File: config.mk
export PLATFORM = sky130hd
export DESIGN_NAME = rv_exec_top
export DESIGN_NICKNAME = d
export VERILOG_FILES = /design/src/rtl/rv_core_pkg.sv /design/src/rtl/rv_alu.sv /design/src/rtl/rv_decoder.sv /design/src/rtl/rv_exec_top.sv /design/src/rtl/rv_regfile.sv
export SDC_FILE = /design/constraint.sdc
export NUM_CORES = 2
export LEC_CHECK = 0
export ABC_AREA = 0
export BUFFER_PORTS_ARGS = -buffer_cell sky130_fd_sc_hd__buf_4
export CAP_MARGIN = 30
export CORE_MARGIN = 4
export CORE_UTILIZATION = 64
export DETAILED_ROUTE_END_ITERATION = 10
export PLACE_DENSITY = 0.81
export SLEW_MARGIN = 25
export SYNTH_ARGS = -nofsm -noshare
export SYNTH_HDL_FRONTEND = slang
export SYNTH_SLANG_ARGS = --single-unit
File: constraint.sdc
create_clock -name clk_i -period 7.9 [get_ports clk_i]
set_clock_uncertainty 0.2 [all_clocks]
set_input_delay 0.79 -clock clk_i [delete_from_list [all_inputs] [get_ports clk_i]]
set_output_delay 0.79 -clock clk_i [all_outputs]
set_load 0.01 [all_outputs]
File: src/rtl/rv_core_pkg.sv
//////////////////////////////////////////////////
// RV32I core package
// Widths, vector types, opcodes and ALU encoding
//////////////////////////////////////////////////

package rv_core_pkg;

  localparam int unsigned DATA_WIDTH     = 32;
  localparam int unsigned REG_ADDR_WIDTH = 5;
  localparam int unsigned OPCODE_WIDTH   = 7;
  localparam int unsigned ALU_OP_WIDTH   = 4;
  localparam int unsigned LSU_CTRL_WIDTH = 4;

  typedef logic [DATA_WIDTH-1:0]     word_t;
  typedef logic [REG_ADDR_WIDTH-1:0] reg_addr_t;
  typedef logic [OPCODE_WIDTH-1:0]   opcode_t;
  typedef logic [ALU_OP_WIDTH-1:0]   alu_op_t;    // {instr[30], funct3}
  typedef logic [LSU_CTRL_WIDTH-1:0] lsu_ctrl_t;  // {store, funct3}

  //////////////////////////////////////////////////
  // Major opcodes
  localparam opcode_t OPCODE_LOAD    = 7'b000_0011;
  localparam opcode_t OPCODE_MISCMEM = 7'b000_1111;
  localparam opcode_t OPCODE_OPIMM   = 7'b001_0011;
  localparam opcode_t OPCODE_AUIPC   = 7'b001_0111;
  localparam opcode_t OPCODE_STORE   = 7'b010_0011;
  localparam opcode_t OPCODE_OP      = 7'b011_0011;
  localparam opcode_t OPCODE_LUI     = 7'b011_0111;
  localparam opcode_t OPCODE_BRANCH  = 7'b110_0011;
  localparam opcode_t OPCODE_JALR    = 7'b110_0111;
  localparam opcode_t OPCODE_JAL     = 7'b110_1111;
  localparam opcode_t OPCODE_SYSTEM  = 7'b111_0011;

  //////////////////////////////////////////////////
  // ALU operations, bit 30 above funct3
  localparam alu_op_t ALU_ADD  = 4'b0000;
  localparam alu_op_t ALU_SUB  = 4'b1000;
  localparam alu_op_t ALU_SLL  = 4'b0001;
  localparam alu_op_t ALU_SLT  = 4'b0010;
  localparam alu_op_t ALU_SLTU = 4'b0011;
  localparam alu_op_t ALU_XOR  = 4'b0100;
  localparam alu_op_t ALU_SRL  = 4'b0101;
  localparam alu_op_t ALU_SRA  = 4'b1101;
  localparam alu_op_t ALU_OR   = 4'b0110;
  localparam alu_op_t ALU_AND  = 4'b0111;

endpackage

File: src/rtl/rv_alu.sv
//////////////////////////////////////////////////
// Execute stage
// Operand select, integer ALU, result register
//////////////////////////////////////////////////

`timescale 1ns/1ps

module rv_alu import rv_core_pkg::*; (
  input  logic      clk_i,
  input  logic      rstn_i,

  // From the decoder
  input  logic      valid_i,
  input  logic      illegal_i,
  input  alu_op_t   alu_op_i,
  input  logic      use_rs2_i,
  input  logic      use_pc_i,
  input  logic      zero_a_i,
  input  word_t     rs_a_i,      // Register file read data
  input  word_t     rs_b_i,
  input  word_t     imm_i,
  input  word_t     pc_i,
  input  reg_addr_t rd_i,
  input  logic      wb_i,
  input  logic      lsu_req_i,
  input  lsu_ctrl_t lsu_ctrl_i,

  // Registered results
  output word_t     result_o,
  output reg_addr_t rd_o,
  output logic      wb_valid_o,
  output logic      lsu_req_o,
  output lsu_ctrl_t lsu_ctrl_o,
  output word_t     lsu_wdata_o,
  output logic      illegal_o
);

  word_t      op_a;
  word_t      op_b;
  logic [4:0] shamt;
  word_t      result_d;

  assign op_a  = use_pc_i ? pc_i : (zero_a_i ? '0 : rs_a_i);
  assign op_b  = use_rs2_i ? rs_b_i : imm_i;
  assign shamt = op_b[4:0];

  //////////////////////////////////////////////////
  // Integer operations

  always_comb begin
    case (alu_op_i)
      ALU_ADD:  result_d = op_a + op_b;
      ALU_SUB:  result_d = op_a - op_b;
      ALU_SLL:  result_d = op_a << shamt;
      ALU_SLT:  result_d = {31'b0, $signed(op_a) < $signed(op_b)};
      ALU_SLTU: result_d = {31'b0, op_a < op_b};
      ALU_XOR:  result_d = op_a ^ op_b;
      ALU_SRL:  result_d = op_a >> shamt;
      ALU_SRA:  result_d = $signed(op_a) >>> shamt;
      ALU_OR:   result_d = op_a | op_b;
      ALU_AND:  result_d = op_a & op_b;
      default:  result_d = '0;
    endcase
  end

  //////////////////////////////////////////////////
  // Output registers

  // One-cycle pulses
  always_ff @(posedge clk_i) begin
    if (!rstn_i) begin
      wb_valid_o <= 1'b0;
      lsu_req_o  <= 1'b0;
      illegal_o  <= 1'b0;
    end else begin
      wb_valid_o <= valid_i & wb_i;
      lsu_req_o  <= valid_i & lsu_req_i;
      illegal_o  <= valid_i & illegal_i;
    end
  end

  always_ff @(posedge clk_i) begin
    if (valid_i) begin
      result_o <= result_d;  // Also the memory address
      rd_o     <= rd_i;
    end
    if (valid_i && lsu_req_i) begin
      lsu_ctrl_o  <= lsu_ctrl_i;
      lsu_wdata_o <= rs_b_i;  // Store data straight from rs2
    end
  end

endmodule

File: src/rtl/rv_decoder.sv
//////////////////////////////////////////////////
// RV32I decoder
// Registers operand selects, immediate, ALU op
// and writeback / memory controls per instruction
//////////////////////////////////////////////////

`timescale 1ns/1ps

module rv_decoder import rv_core_pkg::*; (
  input  logic      clk_i,
  input  logic      rstn_i,

  // Incoming instruction
  input  logic      instr_valid_i,
  input  word_t     instr_i,
  input  word_t     pc_i,

  // Decoded fields, one cycle later
  output logic      valid_o,
  output logic      illegal_o,
  output alu_op_t   alu_op_o,
  output logic      use_rs2_o,   // Operand B from rs2, else immediate
  output logic      use_pc_o,    // Operand A from pc
  output logic      zero_a_o,    // Operand A forced to zero
  output reg_addr_t rs1_o,
  output reg_addr_t rs2_o,
  output reg_addr_t rd_o,
  output word_t     imm_o,
  output word_t     pc_o,
  output logic      wb_o,
  output logic      lsu_req_o,
  output lsu_ctrl_t lsu_ctrl_o
);

  // Instruction fields
  opcode_t    opcode;
  logic [2:0] funct3;
  reg_addr_t  rs1_field;
  reg_addr_t  rs2_field;
  reg_addr_t  rd_field;

  assign opcode    = instr_i[6:0];
  assign funct3    = instr_i[14:12];
  assign rs1_field = instr_i[19:15];
  assign rs2_field = instr_i[24:20];
  assign rd_field  = instr_i[11:7];

  //////////////////////////////////////////////////
  // Sign-extended immediates

  word_t imm_itype;
  word_t imm_stype;
  word_t imm_btype;
  word_t imm_jtype;
  word_t imm_utype;

  assign imm_itype = {{20{instr_i[31]}}, instr_i[31:20]};
  assign imm_stype = {{20{instr_i[31]}}, instr_i[31:25], instr_i[11:7]};
  assign imm_btype = {{19{instr_i[31]}}, instr_i[31], instr_i[7],
                      instr_i[30:25], instr_i[11:8], 1'b0};
  assign imm_jtype = {{11{instr_i[31]}}, instr_i[31], instr_i[19:12],
                      instr_i[20], instr_i[30:21], 1'b0};
  assign imm_utype = {instr_i[31:12], 12'b0};

  //////////////////////////////////////////////////
  // Opcode decode

  logic      illegal_d;
  alu_op_t   alu_op_d;
  logic      use_rs2_d;
  logic      use_pc_d;
  logic      zero_a_d;
  reg_addr_t rd_d;
  word_t     imm_d;
  logic      wb_d;
  logic      lsu_req_d;

  always_comb begin
    illegal_d = 1'b0;
    alu_op_d  = ALU_ADD;
    use_rs2_d = 1'b0;
    use_pc_d  = 1'b0;
    zero_a_d  = 1'b0;
    rd_d      = rd_field;
    imm_d     = imm_itype;
    wb_d      = 1'b0;
    lsu_req_d = 1'b0;

    case (opcode)
      OPCODE_OPIMM: begin
        // Bit 30 only matters for SRLI / SRAI
        alu_op_d = (funct3 == 3'b101) ? {instr_i[30], funct3} : {1'b0, funct3};
        wb_d     = 1'b1;
      end
      OPCODE_OP: begin
        // SUB and SRA are the only users of bit 30
        if (funct3 == 3'b000 || funct3 == 3'b101) begin
          alu_op_d = {instr_i[30], funct3};
        end else begin
          alu_op_d = {1'b0, funct3};
        end
        use_rs2_d = 1'b1;
        wb_d      = 1'b1;
      end
      OPCODE_LUI: begin
        zero_a_d = 1'b1;  // 0 + U immediate
        imm_d    = imm_utype;
        wb_d     = 1'b1;
      end
      OPCODE_AUIPC: begin
        use_pc_d = 1'b1;  // pc + U immediate
        imm_d    = imm_utype;
        wb_d     = 1'b1;
      end
      OPCODE_LOAD: begin
        lsu_req_d = 1'b1;   // Address is rs1 + I immediate
      end
      OPCODE_STORE: begin
        imm_d     = imm_stype;
        rd_d      = '0;     // No destination, bits hold the offset
        lsu_req_d = 1'b1;
      end
      OPCODE_BRANCH: begin
        imm_d     = imm_btype;
        use_rs2_d = 1'b1;
        rd_d      = '0;
      end
      OPCODE_JAL: begin
        imm_d = imm_jtype;
      end
      OPCODE_JALR, OPCODE_MISCMEM, OPCODE_SYSTEM: begin
        // Legal, nothing to execute here
      end
      default: begin
        illegal_d = 1'b1;
      end
    endcase
  end

  //////////////////////////////////////////////////
  // Decode stage registers

  // Control flags, qualified by the strobe
  always_ff @(posedge clk_i) begin
    if (!rstn_i) begin
      valid_o   <= 1'b0;
      illegal_o <= 1'b0;
      wb_o      <= 1'b0;
      lsu_req_o <= 1'b0;
    end else begin
      valid_o   <= instr_valid_i;
      illegal_o <= instr_valid_i & illegal_d;
      wb_o      <= instr_valid_i & wb_d;
      lsu_req_o <= instr_valid_i & lsu_req_d;
    end
  end

  // Payload, loaded only with a new instruction
  always_ff @(posedge clk_i) begin
    if (instr_valid_i) begin
      alu_op_o   <= alu_op_d;
      use_rs2_o  <= use_rs2_d;
      use_pc_o   <= use_pc_d;
      zero_a_o   <= zero_a_d;
      rs1_o      <= rs1_field;
      rs2_o      <= rs2_field;
      rd_o       <= rd_d;
      imm_o      <= imm_d;
      pc_o       <= pc_i;
      lsu_ctrl_o <= {opcode[5], funct3};  // Store flag above size/sign
    end
  end

endmodule

File: src/rtl/rv_exec_top.sv
//////////////////////////////////////////////////
// RV32I decode / execute top
// Decoder, register file and ALU, 2-cycle latency
//////////////////////////////////////////////////

`timescale 1ns/1ps

module rv_exec_top import rv_core_pkg::*; #(
  parameter int unsigned REG_COUNT = 32
) (
  input  logic      clk_i,
  input  logic      rstn_i,

  input  logic      instr_valid_i,
  input  word_t     instr_i,
  input  word_t     pc_i,

  // Writeback
  output logic      wb_valid_o,
  output reg_addr_t wb_rd_o,
  output word_t     wb_data_o,

  // Memory request
  output logic      lsu_req_o,
  output lsu_ctrl_t lsu_ctrl_o,
  output word_t     lsu_addr_o,
  output word_t     lsu_wdata_o,
  output reg_addr_t lsu_rd_o,

  output logic      illegal_o
);

  // Decoder to execute
  logic      dec_valid;
  logic      dec_illegal;
  alu_op_t   dec_alu_op;
  logic      dec_use_rs2;
  logic      dec_use_pc;
  logic      dec_zero_a;
  reg_addr_t dec_rs1;
  reg_addr_t dec_rs2;
  reg_addr_t dec_rd;
  word_t     dec_imm;
  word_t     dec_pc;
  logic      dec_wb;
  logic      dec_lsu_req;
  lsu_ctrl_t dec_lsu_ctrl;

  // Register file reads
  word_t     rs_a_data;
  word_t     rs_b_data;

  // Execute outputs, also the write port
  word_t     alu_result;
  reg_addr_t alu_rd;
  logic      alu_wb_valid;

  //////////////////////////////////////////////////
  // Decode stage
  rv_decoder u_decoder (
    .clk_i         (clk_i),
    .rstn_i        (rstn_i),
    .instr_valid_i (instr_valid_i),
    .instr_i       (instr_i),
    .pc_i          (pc_i),
    .valid_o       (dec_valid),
    .illegal_o     (dec_illegal),
    .alu_op_o      (dec_alu_op),
    .use_rs2_o     (dec_use_rs2),
    .use_pc_o      (dec_use_pc),
    .zero_a_o      (dec_zero_a),
    .rs1_o         (dec_rs1),
    .rs2_o         (dec_rs2),
    .rd_o          (dec_rd),
    .imm_o         (dec_imm),
    .pc_o          (dec_pc),
    .wb_o          (dec_wb),
    .lsu_req_o     (dec_lsu_req),
    .lsu_ctrl_o    (dec_lsu_ctrl)
  );

  // Write at N+2 is visible to the next read, no forwarding
  rv_regfile #(
    .REG_COUNT (REG_COUNT)
  ) u_regfile (
    .clk_i     (clk_i),
    .rstn_i    (rstn_i),
    .raddr_a_i (dec_rs1),
    .raddr_b_i (dec_rs2),
    .rdata_a_o (rs_a_data),
    .rdata_b_o (rs_b_data),
    .we_i      (alu_wb_valid),
    .waddr_i   (alu_rd),
    .wdata_i   (alu_result)
  );

  //////////////////////////////////////////////////
  // Execute stage
  rv_alu u_alu (
    .clk_i       (clk_i),
    .rstn_i      (rstn_i),
    .valid_i     (dec_valid),
    .illegal_i   (dec_illegal),
    .alu_op_i    (dec_alu_op),
    .use_rs2_i   (dec_use_rs2),
    .use_pc_i    (dec_use_pc),
    .zero_a_i    (dec_zero_a),
    .rs_a_i      (rs_a_data),
    .rs_b_i      (rs_b_data),
    .imm_i       (dec_imm),
    .pc_i        (dec_pc),
    .rd_i        (dec_rd),
    .wb_i        (dec_wb),
    .lsu_req_i   (dec_lsu_req),
    .lsu_ctrl_i  (dec_lsu_ctrl),
    .result_o    (alu_result),
    .rd_o        (alu_rd),
    .wb_valid_o  (alu_wb_valid),
    .lsu_req_o   (lsu_req_o),
    .lsu_ctrl_o  (lsu_ctrl_o),
    .lsu_wdata_o (lsu_wdata_o),
    .illegal_o   (illegal_o)
  );

  assign wb_valid_o = alu_wb_valid;
  assign wb_rd_o    = alu_rd;
  assign wb_data_o  = alu_result;
  assign lsu_addr_o = alu_result;  // Effective address
  assign lsu_rd_o   = alu_rd;

endmodule

File: src/rtl/rv_regfile.sv
//////////////////////////////////////////////////
// Integer register file
// Two async read ports, one sync write, x0 = 0
//////////////////////////////////////////////////

`timescale 1ns/1ps

module rv_regfile import rv_core_pkg::*; #(
  parameter int unsigned REG_COUNT = 32
) (
  input  logic      clk_i,
  input  logic      rstn_i,

  input  reg_addr_t raddr_a_i,
  input  reg_addr_t raddr_b_i,
  output word_t     rdata_a_o,
  output word_t     rdata_b_o,

  input  logic      we_i,
  input  reg_addr_t waddr_i,
  input  word_t     wdata_i
);

  word_t regs_q [REG_COUNT];

  // Entry 0 is never written, so it stays zero after reset
  always_ff @(posedge clk_i) begin
    if (!rstn_i) begin
      for (int i = 0; i < REG_COUNT; i++) begin
        regs_q[i] <= '0;
      end
    end else if (we_i && waddr_i != '0 && waddr_i < REG_COUNT) begin
      regs_q[waddr_i] <= wdata_i;
    end
  end

  // Indices outside the file read as zero
  // Data being written this cycle passes straight to a read of the same entry
  always_comb begin
    rdata_a_o = '0;
    rdata_b_o = '0;
    if (raddr_a_i != '0 && raddr_a_i < REG_COUNT) begin
      rdata_a_o = (we_i && waddr_i == raddr_a_i) ? wdata_i : regs_q[raddr_a_i];
    end
    if (raddr_b_i != '0 && raddr_b_i < REG_COUNT) begin
      rdata_b_o = (we_i && waddr_i == raddr_b_i) ? wdata_i : regs_q[raddr_b_i];
    end
  end

endmodule

# Word-level counts from Yosys, hierarchy flattened
# Memories as Yosys holds them, arrays and structs flattened. A register that Yosys moved wholly into a read port is not among the register bits.
# Cells that the tools add are included.
[totals]
register_bits = 170
ramBits = 1024
input_bits = 67
out_inout_bits = 113
word_cells = 105
mem_count = 1
[memory_table]
columns = ["memory", "words", "width", "rd", "rd_clocked_by_memory_dff", "wr", "line", "rtl"]
rows = [
  ["u_regfile.regs_q", 32, 32, 2, 2, 32, "rv_regfile.sv:24", "word_t regs_q [REG_COUNT];"],
]
[op_classes]
addsub = 2
order_cmp = 2
eq_ne = 23
shifts = 3
mux = 27
bitwise_logic = 9
n_reduce_logical = 17
[op_table]
columns = ["op", "n"]
rows = [
  ["case mux 32 bit (10 select lines)", 1],
  ["2-to-1 mux 32 bit", 8],
  ["case mux 31 bit (4 select lines)", 1],
  ["less-than comparator 32 bit", 2],
  ["adder 32 bit", 1],
  ["AND 32 bit", 1],
  ["bitwise OR 32 bit", 1],
  ["OR reduction 32 bit", 1],
  ["left shift 32 x 5 -> 32 bit", 1],
  ["right shift 32 x 5 -> 32 bit", 1],
  [">>> shifter 32 x 5 -> 32 bit", 1],
  ["subtractor 32 bit", 1],
  ["bitwise XOR 32 bit", 1],
  ["equality test 7 bit, second input constant", 4],
  ["equality test 7 x 6 -> 1 bit, second input constant", 3],
  ["equality test 4 x 3 -> 1 bit, second input constant", 4],
  ["2-to-1 mux 5 bit", 3],
  ["nonzero test 5 bit", 3],
  ["equality test 7 x 5 -> 1 bit, second input constant", 2],
  ["2-to-1 mux 1 bit", 11],
  ["OR reduction 11 bit", 1],
  ["equality test 5 bit", 2],
  ["equality test 4 x 2 -> 1 bit, second input constant", 2],
  ["equality test 4 bit, second input constant", 2],
  ["other kinds (13)", 25],
]

# Longest topological paths before layout
[logic_depth]
word_depth = 8
mapped_depth = 25
ltp_nobuf = 19

# Hierarchy
# Synthesis repeated with hierarchy kept, for this count alone.
[hier_totals]
hier_cells = 5552
hier_area_um2 = 71283.4
[modules_own_cells]
columns = ["mod", "instances", "cells_per_inst", "area_each_um2", "seq_area_each_um2"]
rows = [
  ["rv_regfile", 1, 3818, 55315.6, 30749.5],
  ["rv_alu", 1, 1520, 12311.8, 2252.2],
  ["rv_decoder", 1, 177, 3378.2, 2782.7],
  ["rv_exec_top", 1, 37, 277.8, 0.0],
]

# Least setup slack after synthesis
# No wires, ideal clock.
[synth_path]
kind = "flip-flop to flip-flop"
startpoint = "register with a tool-made name"
endpoint = "register u_alu.result_o[29], data pin"
setup_ps = 269
t_arrival_ps = 5748
t_required_ps = 7431
setup_slack_ps = 1684
path_stages_with_launch = 23
path_buffers = 6
period_less_slack_ps = 6216
path_cell_list = "dfxtp_1 buf_4 buf_4 buf_2 clkbuf_1 buf_1 mux4_2 mux4_2 mux2i_1 a211oi_1 mux2_2 ha_1 clkbuf_1 inv_1 a2111o_1 o211a_1 o21ai_0 a21oi_1 o2111ai_1 a21bo_2 o21ai_0 a221oi_1 o31ai_1"
[synth_lines]
columns = ["item", "line", "rtl"]
rows = [
  ["end signal, assigned", "rv_alu.sv:84", "result_o <= result_d;"],
  ["end, declared", "rv_alu.sv:29", "output word_t result_o,"],
]

==> flow_metrics.env <==
export IMPL_tritoncts="built"
export IMPL_grt_pass1_wl_um=380000
export IMPL_fp_dieArea_mm2=0.116
export IMPL_wirelength_um=270000
export IMPL_gp_congestion=1.06
export IMPL_nNetsFinal=5578
export IMPL_yosys_cell_types_count=94
export IMPL_synth_cells=5342
export IMPL_viasPerCell=7.54
export IMPL_wl_met1_um=84300
export IMPL_wl_met3_um=39200
export IMPL_clk_pin_slew_ns=0.06
export IMPL_drt_iter0_markers=8678
export IMPL_relSlewSlack_pct=29.7
export IMPL_die_h_um=340
export IMPL_max_freq_ghz=0.139
export IMPL_n_fill_cell=7030
export IMPL_rsz0062_at_grt="no"
export IMPL_ant_nets=0
export IMPL_synth_area_top_cells="edfxtp_1 (51%), mux4_2 (16%), and2_1 (8.6%), mux2i_1 (4.4%), clkbuf_1 (1.9%)"
export IMPL_dieWidth_um=340
export IMPL_initial_utilization_pct=64.6
export IMPL_yosys_warnings=0
export IMPL_synth_edf_count=1187
export IMPL_grt_max_degree=57
export IMPL_end_kind="flop"
export IMPL_setup_viol=0
export IMPL_ctsResizeCount=0
export IMPL_insertion_delay_ns=0.76
export IMPL_fin_crit_ns=7.18
export IMPL_p_per_area_mw_per_mm2=227
export IMPL_top_layer="met5"
export IMPL_grt_pass1_vias=52300
export IMPL_areaGrowthSynthToFinish_pct=11.3
export IMPL_synth_top_area_share_pct=50.5
export IMPL_hold_buffers=13
export IMPL_cts_buffer_depth=3
export IMPL_ys_flop_type="edfxtp_1"
export IMPL_setup_slack_ns=0.722
export IMPL_critical_path_required_ns=8.14
export IMPL_critPathKind="flop to flop"
export IMPL_hp_class="input port to flop"
export IMPL_pin_count=180
export IMPL_start_kind="flop"
export IMPL_core_mm2=0.109
export IMPL_drv_slew=0
export IMPL_clock_sinks=1204
export IMPL_syn_area_per_cell_um2=13.2
export IMPL_ys_seq_area_share_pct=51.0
export IMPL_period_share_pct=90.9
export IMPL_drt_pass1_iterations=7
export IMPL_rows=121
export IMPL_critPathMaxFanout=39
export IMPL_cts_buffers=131
export IMPL_grt_use_total_pct=46.5
export IMPL_hold_viol=0
export IMPL_vias=52800
export IMPL_setup_tns_ns=0
export IMPL_grt_overflow_total=0
export IMPL_worstMarginPinSlew_ns=1.05
export IMPL_synth_area_mm2=0.0705
export IMPL_drc=0
export IMPL_cts_root_buf="clkbuf_16"
export IMPL_crit_arrival_ns=7.42
export IMPL_htreeDepth=4
export IMPL_grt_antenna_before_repair=14
export IMPL_async_flop_share_pct=0
export IMPL_avgRoutedWirePerCell_um=38.6
export IMPL_status="completed"
export IMPL_synth_top_area_cell="edfxtp_1"
export IMPL_portBuffers=179
export IMPL_dp_hpwl_um=178000
export IMPL_cap_viol_max_count=0
export IMPL_postCtsSetupBuffers=0
export IMPL_ir_drop_mv=0.267
export IMPL_dp_slack_ns=1.02
export IMPL_drive_above_1_share_pct=24.0
export IMPL_wl_met2_um=122000
export IMPL_power_leakage_nw=29.3
export IMPL_ys_seq_elements=1204
cell usage in the layout (no fill, tap or decap), types with 14 or more instances in the layout:
| cell | Yosys | final |
|---|---|---|
| a211oi_1 | 94 | 91 |
| a21o_1 | 27 | 27 |
| a21oi_1 | 166 | 165 |
| a221oi_1 | 58 | 57 |
| a22o_1 | 30 | 30 |
| a22oi_1 | 57 | 57 |
| a31oi_1 | 31 | 30 |
| and2_1 | 974 | 971 |
| and3_1 | 15 | 14 |
| buf_12 | 3 | 14 |
| buf_4 | 50 | 413 |
| clkbuf_1 | 356 | 22 |
| clkbuf_16 | 0 | 133 |
| clkinv_1 | 1 | 23 |
| clkinv_2 | 0 | 27 |
| conb_1 | 1 | 32 |
| diode_2 | 0 | 15 |
| edfxtp_1 | 1187 | 1187 |
| ha_1 | 101 | 101 |
| inv_1 | 98 | 96 |
| mux2_2 | 52 | 52 |
| mux2i_1 | 308 | 307 |
| mux4_2 | 501 | 501 |
| nand2_1 | 173 | 173 |
| nand3_1 | 76 | 76 |
| nor2_1 | 222 | 186 |
| nor2_2 | 0 | 35 |
| nor2b_1 | 30 | 28 |
| nor3_1 | 69 | 68 |
| o211ai_1 | 30 | 30 |
| o21a_1 | 19 | 17 |
| o21ai_0 | 121 | 86 |
| o21ai_4 | 0 | 31 |
| o221ai_1 | 30 | 30 |
| o22ai_1 | 39 | 39 |
| o31ai_1 | 20 | 20 |
| xnor2_1 | 22 | 22 |
kinds of logic after synthesis:
family | Yosys count | share of synthesized area (%)
AO/OA/AOI/OAI | 850 | 8.51
XOR/XNOR | 31 | 0.385
adder cells (fa/ha/maj) | 103 | 1.85
buffers and inverters | 650 | 4.01
flip-flops | 1204 | 51.0
multiplexers | 862 | 21.2
other | 1 | 0.00532
AND/OR/NAND/NOR | 1641 | 13.0
sequential cells by signal (all words and copies together) (netlist names), 4 cells and up, named ones only:
| register | count |
|---|---|
| u_decoder.rd_o | 5 |
| u_decoder.rs2_o | 5 |
| u_decoder.lsu_ctrl_o | 4 |
| u_decoder.imm_o | 32 |
| u_decoder.alu_op_o | 4 |
| u_decoder.rs1_o | 5 |
| u_decoder.pc_o | 32 |
| u_alu.rd_o | 5 |
| u_alu.lsu_ctrl_o | 4 |
| u_alu.result_o | 32 |
| u_alu.lsu_wdata_o | 32 |
| u_regfile.regs_q | 1024 |
final cells by class:
class | instances | area, µm² | area share, %
Clock buffer | 155 | 3410 | 4.34
Tap cell | 1476 | 1850 | 2.35
Timing Repair Buffer | 451 | 3640 | 4.64
Clock inverter | 82 | 837 | 1.07
Sequential cell | 1204 | 36000 | 45.9
Inverter | 101 | 384 | 0.489
Antenna cell | 15 | 37.5 | 0.0478
Multi-Input combinational cell | 3519 | 32400 | 41.2
cells in the mapped netlist (17+ instances only):
master    instances
nor2b_1          30
a221oi_1         58
and2_1          974
o221ai_1         30
o21a_1           19
mux2_2           52
nor2_1          222
a31oi_1          31
nor3_1           69
clkbuf_1        356
a211oi_1         94
inv_1            98
mux2i_1         308
nand2_1         173
mux4_2          501
buf_4            50
o21ai_0         121
xnor2_1          22
dfxtp_1          17
o31ai_1          20
o211ai_1         30
a21o_1           27
o22ai_1          39
a21oi_1         166
ha_1            101
buf_2            79
a22oi_1          57
edfxtp_1       1187
nand3_1          76
buf_1            55
a22o_1           30
stage by stage:
step,hold slack (ns),std cells,power [mW],utilization [%],area (µm²)
floorplan,0.200,5373,10.0,-,70600
global placement,0.202,6725,11.5,67.7,73900
detailed placement,0.206,6731,11.6,67.8,74000
CTS,0.000260,6981,17.6,71.8,78400
global route,0.0122,6990,18.2,71.9,78500
finish,0.0249,7003,17.8,71.9,78500
final timing paths:
path,from,end,slack (ns),depth (start not counted)
setup / recovery,flop,u_alu.result_o[30]$_DFFE_PP_,0.72,17
hold / removal,pc_i[17],u_decoder.pc_o[17]$_DFFE_PP_,0.02,1
setup reg to reg,flop,u_alu.result_o[30]$_DFFE_PP_,0.72,17
hold reg to reg,u_decoder.rd_o[2]$_SDFFCE_PP0P_,u_alu.rd_o[2]$_DFFE_PP_,0.22,0
where the power goes:
| part | switching, mW | internal, mW | leakage (nW) | total [mW] |
|---|---|---|---|---|
| clock | 2.72 | 3.46 | 2.06 | 6.18 |
| combinational | 2.62 | 1.49 | 14.9 | 4.11 |
| sequential | 0.251 | 7.29 | 12.3 | 7.54 |
| total | 5.59 | 12.2 | 29.3 | 17.8 |
worst max-delay path, cell delays in order, from the launching register on:
cell and delay [ns]:
dfxtp_4 0.92, buf_4 0.40, mux4_2 0.54, a221oi_1 0.34, a31oi_1 0.34, nor2_1 0.54, inv_1 0.17, ha_1 0.29
or2_2 0.33, o311a_1 0.39, a211oi_1 0.57, o21ai_0 0.38, buf_4 0.24, a21oi_1 0.28, o21ai_0 0.24, mux2i_1 0.16
nor4b_1 0.35, nand3_1 0.12
routing by layer:
layer / vias up / track usage (%)
li1: 20600 / -
met1: 25900 / 55.7
met2: 4988 / 71.0
met3: 1281 / 15.2
met4: 2 / 33.7
met5: - / 0
Note: power is estimated with default switching activity, not from simulation.
